### src/rx_vote_macros.svh
`ifndef RX_VOTE_MACROS_SVH
`define RX_VOTE_MACROS_SVH

// segment layout
`define SEG_BYTES 16
`define SEG_HDR_BYTES 2

// statistics counters
`define CNT_W 32

// apb byte addresses
`define REG_CTRL 8'h00
`define REG_SEG_MAX 8'h04
`define REG_SEG_COUNT 8'h08
`define REG_OK 8'h0C
`define REG_NG 8'h10
`define REG_LOST 8'h14
`define REG_BAD_FRAME 8'h18

`endif

### src/rx_vote_pkg.sv
`default_nettype none

`include "rx_vote_macros.svh"

package rx_vote_pkg;

	// one gmii byte per clock
	typedef struct packed {
		logic en;
		logic er;
		logic [7:0] data;
	} gmii_byte_t;

	// frame_good only valid with frame_end
	typedef struct packed {
		logic valid;
		logic [7:0] data;
		logic frame_end;
		logic frame_good;
	} payload_t;

	// first marks the high byte of the segment number
	typedef struct packed {
		logic valid;
		logic first;
		logic [7:0] data;
	} voted_t;

	// copies per frame, 2*code+1
	typedef enum logic [1:0] {
		RED_1,
		RED_3,
		RED_5,
		RED_7
	} redundancy_e;

	typedef struct packed {
		logic [`CNT_W-1:0] seg_count;
		logic [`CNT_W-1:0] ok;
		logic [`CNT_W-1:0] ng;
		logic [`CNT_W-1:0] lost;
		logic [`CNT_W-1:0] bad_frame;
	} stats_t;

	typedef enum logic [1:0] {
		EX_IDLE,
		EX_PREAMBLE,
		EX_PAYLOAD,
		EX_DROP
	} extract_state_e;

	typedef enum logic {
		VT_COLLECT,
		VT_STREAM
	} vote_state_e;

endpackage

`default_nettype wire

### src/rx_frame_extract.sv
`timescale 1ns/100ps
`default_nettype none

module rx_frame_extract (
	input wire clk125MHz,
	input wire rst_n,
	input var rx_vote_pkg::gmii_byte_t rx_in,
	output rx_vote_pkg::payload_t payload
);
	import rx_vote_pkg::*;

	localparam logic [7:0] PRE_BYTE = 8'h55;
	localparam logic [7:0] SFD_BYTE = 8'hD5;
	// polynomial 0x04C11DB7, bit reversed for lsb-first shifting
	localparam logic [31:0] CRC_POLY_REFL = 32'hEDB88320;
	// residue 0xC704DD7B as it sits in the reflected register
	localparam logic [31:0] CRC_RESIDUE_REFL = 32'hDEBB20E3;

	extract_state_e state;
	logic [31:0] crc;
	logic [3:0][7:0] dly;
	logic [2:0] fill;
	logic er_seen;
	logic out_valid;
	logic out_end;
	logic out_good;
	logic [7:0] out_data;
	logic take_byte;

	function automatic logic [31:0] crc_byte(input logic [31:0] c, input logic [7:0] d);
		logic [31:0] r;
		r = c;
		for (int i = 0; i < 8; i++) begin
			if (r[0] ^ d[i]) begin
				r = (r >> 1) ^ CRC_POLY_REFL;
			end else begin
				r = r >> 1;
			end
		end
		return r;
	endfunction

	assign take_byte = (state == EX_PAYLOAD) && rx_in.en;

	always_ff @(posedge clk125MHz) begin
		if (!rst_n) begin
			state <= EX_IDLE;
			fill <= '0;
			er_seen <= 1'b0;
			out_valid <= 1'b0;
			out_end <= 1'b0;
		end else begin
			out_valid <= 1'b0;
			out_end <= 1'b0;
			case (state)
				EX_IDLE: begin
					er_seen <= rx_in.en && rx_in.er;
					if (rx_in.en) begin
						if (rx_in.data == PRE_BYTE) begin
							state <= EX_PREAMBLE;
						end else begin
							state <= EX_DROP;
						end
					end
				end
				EX_PREAMBLE: begin
					er_seen <= er_seen | (rx_in.en && rx_in.er);
					fill <= '0;
					if (rx_in.en && rx_in.data == SFD_BYTE) begin
						state <= EX_PAYLOAD;
					end else if (!rx_in.en || rx_in.data != PRE_BYTE) begin
						// no sfd, wait out the rest of the frame
						state <= EX_DROP;
					end
				end
				EX_PAYLOAD: begin
					if (rx_in.en) begin
						er_seen <= er_seen | rx_in.er;
						if (fill != 3'd4) begin
							fill <= fill + 3'd1;
						end
						// line full, oldest byte is payload
						out_valid <= (fill == 3'd4);
					end else begin
						out_end <= 1'b1;
						state <= EX_IDLE;
					end
				end
				default: begin
					if (!rx_in.en) begin
						state <= EX_IDLE;
					end
				end
			endcase
		end
	end

	// crc and delay line
	always_ff @(posedge clk125MHz) begin
		if (state == EX_PREAMBLE) begin
			crc <= '1;
		end else if (take_byte) begin
			crc <= crc_byte(crc, rx_in.data);
		end
		if (take_byte) begin
			dly <= {dly[2:0], rx_in.data};
			out_data <= dly[3];
		end
		if (state == EX_PAYLOAD && !rx_in.en) begin
			out_good <= (crc == CRC_RESIDUE_REFL) && !er_seen && (fill == 3'd4);
		end
	end

	assign payload = '{valid: out_valid, data: out_data, frame_end: out_end,
		frame_good: out_good};

endmodule

`default_nettype wire

### src/rx_majority_vote.sv
`timescale 1ns/100ps
`default_nettype none

`include "rx_vote_macros.svh"

module rx_majority_vote (
	input wire clk125MHz,
	input wire rst_n,
	input var rx_vote_pkg::payload_t payload,
	input var rx_vote_pkg::redundancy_e redundancy,
	output rx_vote_pkg::voted_t voted,
	output logic bad_frame
);
	import rx_vote_pkg::*;

	localparam int COPY_BYTES = `SEG_HDR_BYTES + `SEG_BYTES;
	localparam logic [4:0] LAST_IDX = 5'(COPY_BYTES - 1);

	vote_state_e state;
	// ones seen per byte position and bit
	logic [COPY_BYTES-1:0][7:0][2:0] ones;
	logic [4:0] byte_idx;
	logic [3:0] copy_cnt;
	logic [4:0] stream_idx;
	logic [3:0] copies;
	logic length_ok;
	logic [7:0] vote_byte;

	assign copies = {1'b0, redundancy, 1'b1};
	assign length_ok = (byte_idx == '0) && (copy_cnt == copies);

	// majority is more than code, since R/2 rounds down to code
	always_comb begin
		for (int b = 0; b < 8; b++) begin
			vote_byte[b] = ones[stream_idx][b] > {1'b0, redundancy};
		end
	end

	assign voted = '{valid: state == VT_STREAM,
		first: (state == VT_STREAM) && (stream_idx == '0),
		data: vote_byte};

	always_ff @(posedge clk125MHz) begin
		if (!rst_n) begin
			state <= VT_COLLECT;
			ones <= '0;
			byte_idx <= '0;
			copy_cnt <= '0;
			stream_idx <= '0;
			bad_frame <= 1'b0;
		end else begin
			bad_frame <= 1'b0;
			case (state)
				VT_COLLECT: begin
					if (payload.valid) begin
						for (int b = 0; b < 8; b++) begin
							if (payload.data[b]) begin
								ones[byte_idx][b] <= ones[byte_idx][b] + 3'd1;
							end
						end
						if (byte_idx == LAST_IDX) begin
							byte_idx <= '0;
							if (copy_cnt != 4'hF) begin
								copy_cnt <= copy_cnt + 4'd1;
							end
						end else begin
							byte_idx <= byte_idx + 5'd1;
						end
					end
					if (payload.frame_end) begin
						byte_idx <= '0;
						copy_cnt <= '0;
						if (payload.frame_good && length_ok) begin
							state <= VT_STREAM;
							stream_idx <= '0;
						end else begin
							bad_frame <= 1'b1;
							ones <= '0;
						end
					end
				end
				default: begin
					// emptied position by position while streaming
					ones[stream_idx] <= '0;
					if (stream_idx == LAST_IDX) begin
						stream_idx <= '0;
						state <= VT_COLLECT;
					end else begin
						stream_idx <= stream_idx + 5'd1;
					end
				end
			endcase
		end
	end

endmodule

`default_nettype wire

### src/rx_seg_checker.sv
`timescale 1ns/100ps
`default_nettype none

`include "rx_vote_macros.svh"

module rx_seg_checker (
	input wire clk125MHz,
	input wire rst_n,
	input var rx_vote_pkg::voted_t voted,
	input wire bad_frame,
	input wire [15:0] seg_max,
	input wire clear,
	output rx_vote_pkg::stats_t stats
);
	import rx_vote_pkg::*;

	localparam logic [4:0] HDR_POS = 5'(`SEG_HDR_BYTES);
	localparam logic [4:0] LAST_POS = 5'(`SEG_HDR_BYTES + `SEG_BYTES - 1);

	logic [4:0] pos_q;
	logic [4:0] cur_pos;
	logic [15:0] seg_num;
	logic [15:0] expected;
	logic [15:0] seg_next;
	logic [15:0] gap;
	logic [7:0] pat;
	logic mismatch;
	logic have_exp;
	logic last_byte;
	logic byte_bad;

	assign cur_pos = voted.first ? '0 : pos_q;
	assign last_byte = voted.valid && (cur_pos == LAST_POS);
	assign byte_bad = voted.valid && (cur_pos >= HDR_POS) && (voted.data != pat);

	// sequence arithmetic modulo seg_max
	assign seg_next = ({1'b0, seg_num} + 17'd1 >= {1'b0, seg_max}) ? '0 : seg_num + 16'd1;
	assign gap = (seg_num >= expected) ? seg_num - expected : seg_max - expected + seg_num;

	always_ff @(posedge clk125MHz) begin
		if (voted.valid) begin
			if (cur_pos == 5'd0) begin
				seg_num[15:8] <= voted.data;
			end else if (cur_pos == 5'd1) begin
				seg_num[7:0] <= voted.data;
				pat <= voted.data;
			end else begin
				pat <= pat + 8'd1;
			end
		end
		if (last_byte) begin
			expected <= seg_next;
		end
	end

	always_ff @(posedge clk125MHz) begin
		if (!rst_n) begin
			pos_q <= '0;
			mismatch <= 1'b0;
			have_exp <= 1'b0;
			stats <= '0;
		end else begin
			if (voted.valid) begin
				pos_q <= cur_pos + 5'd1;
				mismatch <= (voted.first ? 1'b0 : mismatch) | byte_bad;
			end
			if (clear) begin
				stats <= '0;
				have_exp <= 1'b0;
			end else begin
				if (last_byte) begin
					stats.seg_count <= stats.seg_count + 1'b1;
					if (mismatch || byte_bad) begin
						stats.ng <= stats.ng + 1'b1;
					end else begin
						stats.ok <= stats.ok + 1'b1;
					end
					// first segment after clear only seeds expected
					if (have_exp && seg_num != expected) begin
						stats.lost <= stats.lost + {{(`CNT_W - 16){1'b0}}, gap};
					end
					have_exp <= 1'b1;
				end
				if (bad_frame) begin
					stats.bad_frame <= stats.bad_frame + 1'b1;
				end
			end
		end
	end

endmodule

`default_nettype wire

### src/rx_apb_regs.sv
`timescale 1ns/100ps
`default_nettype none

`include "rx_vote_macros.svh"

module rx_apb_regs (
	input wire clk125MHz,
	input wire rst_n,
	input wire [7:0] paddr,
	input wire psel,
	input wire penable,
	input wire pwrite,
	input wire [31:0] pwdata,
	output logic [31:0] prdata,
	output logic pready,
	output logic pslverr,
	input var rx_vote_pkg::stats_t stats,
	output rx_vote_pkg::redundancy_e redundancy,
	output logic [15:0] seg_max,
	output logic clear
);
	import rx_vote_pkg::*;

	logic access;
	logic addr_hit;
	logic addr_ro;
	logic wr_ok;

	assign access = psel && penable;

	// address decode and read mux
	always_comb begin
		addr_hit = 1'b1;
		addr_ro = 1'b1;
		prdata = '0;
		case (paddr)
			`REG_CTRL: begin
				addr_ro = 1'b0;
				// clear bit 8 always reads 0
				prdata = {30'b0, redundancy};
			end
			`REG_SEG_MAX: begin
				addr_ro = 1'b0;
				prdata = {16'b0, seg_max};
			end
			`REG_SEG_COUNT: prdata = stats.seg_count;
			`REG_OK: prdata = stats.ok;
			`REG_NG: prdata = stats.ng;
			`REG_LOST: prdata = stats.lost;
			`REG_BAD_FRAME: prdata = stats.bad_frame;
			default: addr_hit = 1'b0;
		endcase
	end

	// zero wait states
	assign pready = 1'b1;
	assign pslverr = access && (!addr_hit || (pwrite && addr_ro));
	assign wr_ok = access && pwrite && addr_hit && !addr_ro;

	always_ff @(posedge clk125MHz) begin
		if (!rst_n) begin
			redundancy <= RED_3;
			seg_max <= 16'd256;
			clear <= 1'b0;
		end else begin
			clear <= 1'b0;
			if (wr_ok && paddr == `REG_CTRL) begin
				redundancy <= redundancy_e'(pwdata[1:0]);
				clear <= pwdata[8];
			end
			if (wr_ok && paddr == `REG_SEG_MAX) begin
				seg_max <= pwdata[15:0];
			end
		end
	end

endmodule

`default_nettype wire

### src/rx_vote_top.sv
`timescale 1ns/100ps
`default_nettype none

module rx_vote_top (
	input wire clk125MHz,
	input wire rst_n,
	input var rx_vote_pkg::gmii_byte_t rx_in,
	input wire [7:0] paddr,
	input wire psel,
	input wire penable,
	input wire pwrite,
	input wire [31:0] pwdata,
	output logic [31:0] prdata,
	output logic pready,
	output logic pslverr
);
	import rx_vote_pkg::*;

	payload_t payload;
	voted_t voted;
	stats_t stats;
	redundancy_e redundancy;
	logic bad_frame;
	logic [15:0] seg_max;
	logic clear;

	rx_frame_extract i_rx_frame_extract (
		.clk125MHz(clk125MHz),
		.rst_n(rst_n),
		.rx_in(rx_in),
		.payload(payload)
	);

	rx_majority_vote i_rx_majority_vote (
		.clk125MHz(clk125MHz),
		.rst_n(rst_n),
		.payload(payload),
		.redundancy(redundancy),
		.voted(voted),
		.bad_frame(bad_frame)
	);

	rx_seg_checker i_rx_seg_checker (
		.clk125MHz(clk125MHz),
		.rst_n(rst_n),
		.voted(voted),
		.bad_frame(bad_frame),
		.seg_max(seg_max),
		.clear(clear),
		.stats(stats)
	);

	rx_apb_regs i_rx_apb_regs (
		.clk125MHz(clk125MHz),
		.rst_n(rst_n),
		.paddr(paddr),
		.psel(psel),
		.penable(penable),
		.pwrite(pwrite),
		.pwdata(pwdata),
		.prdata(prdata),
		.pready(pready),
		.pslverr(pslverr),
		.stats(stats),
		.redundancy(redundancy),
		.seg_max(seg_max),
		.clear(clear)
	);

endmodule

`default_nettype wire

### config.mk
export PLATFORM = sky130hd
export DESIGN_NAME = rx_vote_top
export DESIGN_NICKNAME = d
export VERILOG_FILES = /design/src/rx_vote_pkg.sv /design/src/rx_frame_extract.sv /design/src/rx_majority_vote.sv /design/src/rx_seg_checker.sv /design/src/rx_apb_regs.sv /design/src/rx_vote_top.sv
export VERILOG_INCLUDE_DIRS = /design/src /design/src/src
export SDC_FILE = /design/constraint.sdc
export NUM_CORES = 2
export LEC_CHECK = 0
export BUFFER_PORTS_ARGS = -buffer_cell sky130_fd_sc_hd__buf_2
export CAP_MARGIN = 30
export CORE_MARGIN = 2
export CORE_UTILIZATION = 55
export DETAILED_ROUTE_END_ITERATION = 12
export GPL_TIMING_DRIVEN = 1
export PLACE_DENSITY = 0.81
export SLEW_MARGIN = 20
export SYNTH_ARGS = -nofsm -noshare
export SYNTH_HDL_FRONTEND = slang
export SYNTH_HIERARCHICAL = 1
export SYNTH_SLANG_ARGS = --single-unit
### constraint.sdc
create_clock -name clk125MHz -period 14.9 [get_ports clk125MHz]
set_input_delay 2.235 -clock clk125MHz [delete_from_list [all_inputs] [get_ports clk125MHz]]
set_output_delay 2.235 -clock clk125MHz [all_outputs]
set_load 0.02 [all_outputs]
==> flow_summary.json <==
{
  "async_flop_share": 0,
  "synthFlopType": "dfxtp_1",
  "tightest_slew_ns": 1.17,
  "p_leak_nw": 15.9,
  "fp.dieArea_um2": 80200,
  "avgSynthCellArea_um2": 8.89,
  "required_ns": 12.66,
  "die_height_um": 283,
  "min_period_over_period": 0.455,
  "portBuffers": 71,
  "met2_length_mm": 58.8,
  "setup_violations": 0,
  "cts-resized-gates": 0,
  "layout-drive-gt1-share": 0.111,
  "first_pass_iters": 9,
  "finalHoldViolations": 0,
  "wl_mm": 135,
  "period_needed_ns": 6.78,
  "highest_layer": "met5",
  "syn_inst": 4823,
  "grt_max_degree": 130,
  "root_buffer": "clkbuf_16",
  "wire_per_inst_um": 23.1,
  "vdd_drop_max_v": 0.000173,
  "r2r_start": "i_rx_majority_vote/stream_idx[1]$_SDFFE_PN0P_",
  "yosys.cell_count.top_type": "dfxtp_1",
  "fin_nets": 4920,
  "outcome": "completed",
  "worstHoldStart": "i_rx_frame_extract/dly[20]$_DFFE_PP_",
  "synth_top_area_cell": "dfxtp_1",
  "endpoint_kind": "primary output",
  "ys_seq_elements": 755,
  "cts.clk_slew.worst_paths_ns": 0.06,
  "cp.arrival_ns": 4.55,
  "yosysWarnings": 6,
  "r2r_slack_ns": 8.31,
  "synth_area_leaders": "dfxtp_1 31%, mux4_2 8.5%, o21ai_0 5.8%",
  "criticalPathCategory": "input pin to primary output",
  "grt_first_pass_wirelength_mm": 207,
  "initial_core_util": 0.554,
  "drt-vias-per-instance": 6.70,
  "cts_setup_buffers": 0,
  "dpl.hpwl_mm": 87.7,
  "routabilityCongestion": 0.961,
  "synth-edff-count": 81,
  "syn-num-nets": 5007,
  "die_x_um": 283,
  "syn_to_final_growth_pct": 8.61,
  "ant_nets": 0,
  "slew_headroom": 0.215,
  "vias": 39200,
  "drc_errors": 0,
  "cts_hold_buf": 0,
  "finClkSkew_ns": 0.0503,
  "htree_levels": 3,
  "rsz0062_at_grt": "no",
  "syn-cell-area_um2": 42900,
  "dr.first_iter.drc_count": 5780,
  "path_max_fanout": 58,
  "cts.sinks": 755,
  "r2r-end": "i_rx_seg_checker/stats[127]$_SDFFE_PP0P_",
  "wl_met3_mm": 16.6,
  "cts_tree": "built",
  "grt_overflow": 0,
  "core_um2": 77300,
  "p_total_w": 0.00488,
  "synth_top_area_share": 0.315,
  "cts_buffers": 80,
  "worst_setup_path_start_kind": "input pin",
  "powerDensity_nw_per_um2": 105,
  "io_pins": 89,
  "r2r_cells": 19,
  "synth_cell_types": 101,
  "clockBufferDepth": 3,
  "synth_common_cells": "674 x dfxtp_1, 533 x nor2_1, 500 x o21ai_0",
  "antenna_found_initial": 4,
  "maxCapViolCount": 0,
  "hold_path_depth": 0,
  "min_to": "i_rx_frame_extract/dly[28]$_DFFE_PP_",
  "yosysSeqAreaShare": 0.371,
  "grt_pass1_vias": 36600,
  "rows": 102,
  "wl_met1_mm": 50.6,
  "track_usage": 0.323,
  "fmax_mhz": 147,
  "clk_latency_ns": 0.66,
  "final_max_slew_viol_count": 0,
  "hp-class": "flop to flop",
  "fin_setup_tns_ns": 0
}
## power breakdown
| group | internal, W | total (W) | leakage (nW) | switching (W) |
|---|---|---|---|---|
| clock network | 0.00119 | 0.00207 | 1.32 | 0.000886 |
| registers | 0.00211 | 0.00215 | 6.18 | 0.0000436 |
| logic | 0.000310 | 0.000655 | 8.41 | 0.000345 |
| total | 0.00360 | 0.00488 | 15.9 | 0.00127 |
## state kept, by name, indices dropped and copies added (netlist names), 2 cells and up
name	count
i_rx_majority_vote/copy_cnt	4
i_rx_majority_vote/byte_idx	5
i_rx_frame_extract/state	2
i_rx_seg_checker/pos_q	5
i_rx_apb_regs/seg_max	16
i_rx_frame_extract/crc	32
i_rx_seg_checker/expected	16
i_rx_frame_extract/fill	3
i_rx_frame_extract/out_data	8
i_rx_majority_vote/stream_idx	5
i_rx_seg_checker/pat	8
i_rx_majority_vote/ones	432
i_rx_frame_extract/dly	32
i_rx_apb_regs/redundancy	2
i_rx_seg_checker/seg_num	16
i_rx_seg_checker/stats	160
## stage by stage
stage / hold slack, ns / setup slack [ns] / std cells / utilization / instance area (um^2)
after floorplan: 0.400 / 8.96 / 4823 / - / 42900
after global placement: 0.401 / 7.84 / 5682 / 0.565 / 43700
after detailed placement: 0.406 / 8.17 / 5687 / 0.566 / 43800
after CTS: 0.418 / 8.16 / 5833 / 0.601 / 46500
after global routing: 0.420 / 8.00 / 5840 / 0.602 / 46500
final: 0.417 / 8.12 / 5848 / 0.602 / 46600
## worst max-delay path, stage by stage
cell and delay [ns]:
buf_2 0.07, buf_4 0.65, nor2b_1 0.47, buf_4 0.27, a221oi_1 0.12, a211oi_1 0.40
buf_2 0.26
## kinds of logic (layout without fill, tap and decap cells)
group                      count (synthesis)  count (layout)  share of synthesized area
DFF                                      755             755                      0.371
adders and majority gates                129             129                     0.0406
muxes                                    352             352                      0.130
and+or+nand+nor                         1693            1693                      0.182
buffers and inverters                    451             428                     0.0447
AOI/OAI and AO/OA                       1201            1201                      0.173
other                                      1               9                  0.0000875
xor gates and xnor gates                 241             241                     0.0580
## per-layer routing
layer	vias to the layer above	global-route usage
met2	2463	0.488
met1	18700	0.415
met5	-	0
met4	2	0.195
li1	17400	-
met3	603	0.0885
## layout make-up
type	instances	area, um^2
diodes	8	20.0
inverters	139	527
flip-flops and latches	755	15900
fillers	6503	30800
multi-input cells	3617	25100
well taps	1040	1300
clock buffers	103	2190
clock inverters	43	505
repair buffers	143	983
## cells in the final DEF, fill, tap and decap left out, types with 84 or more instances in the layout
cell type and count:
o21ai_0 500, a21oi_1 175, nand2_1 477, ha_1 112
dfxtp_1 669, nor2_1 531, xor2_1 84, mux2i_1 155
mux4_2 161, xnor2_1 128, nand3_1 354, inv_1 136
a22oi_1 205
## worst max-delay path by stage
stage	endpoint	start	depth (start not counted)	slack, ns
2_1_floorplan	prdata[20]	paddr[1]	4	8.96
3_3_place_gp	prdata[4]	paddr[2]	6	7.84
3_5_place_dp	prdata[5]	paddr[2]	7	8.17
4_1_cts	prdata[5]	paddr[2]	7	8.16
5_1_grt	prdata[5]	paddr[2]	7	8.00
6_report	prdata[5]	paddr[2]	7	8.12
No activity file was read; power rests on OpenSTA's default activity.
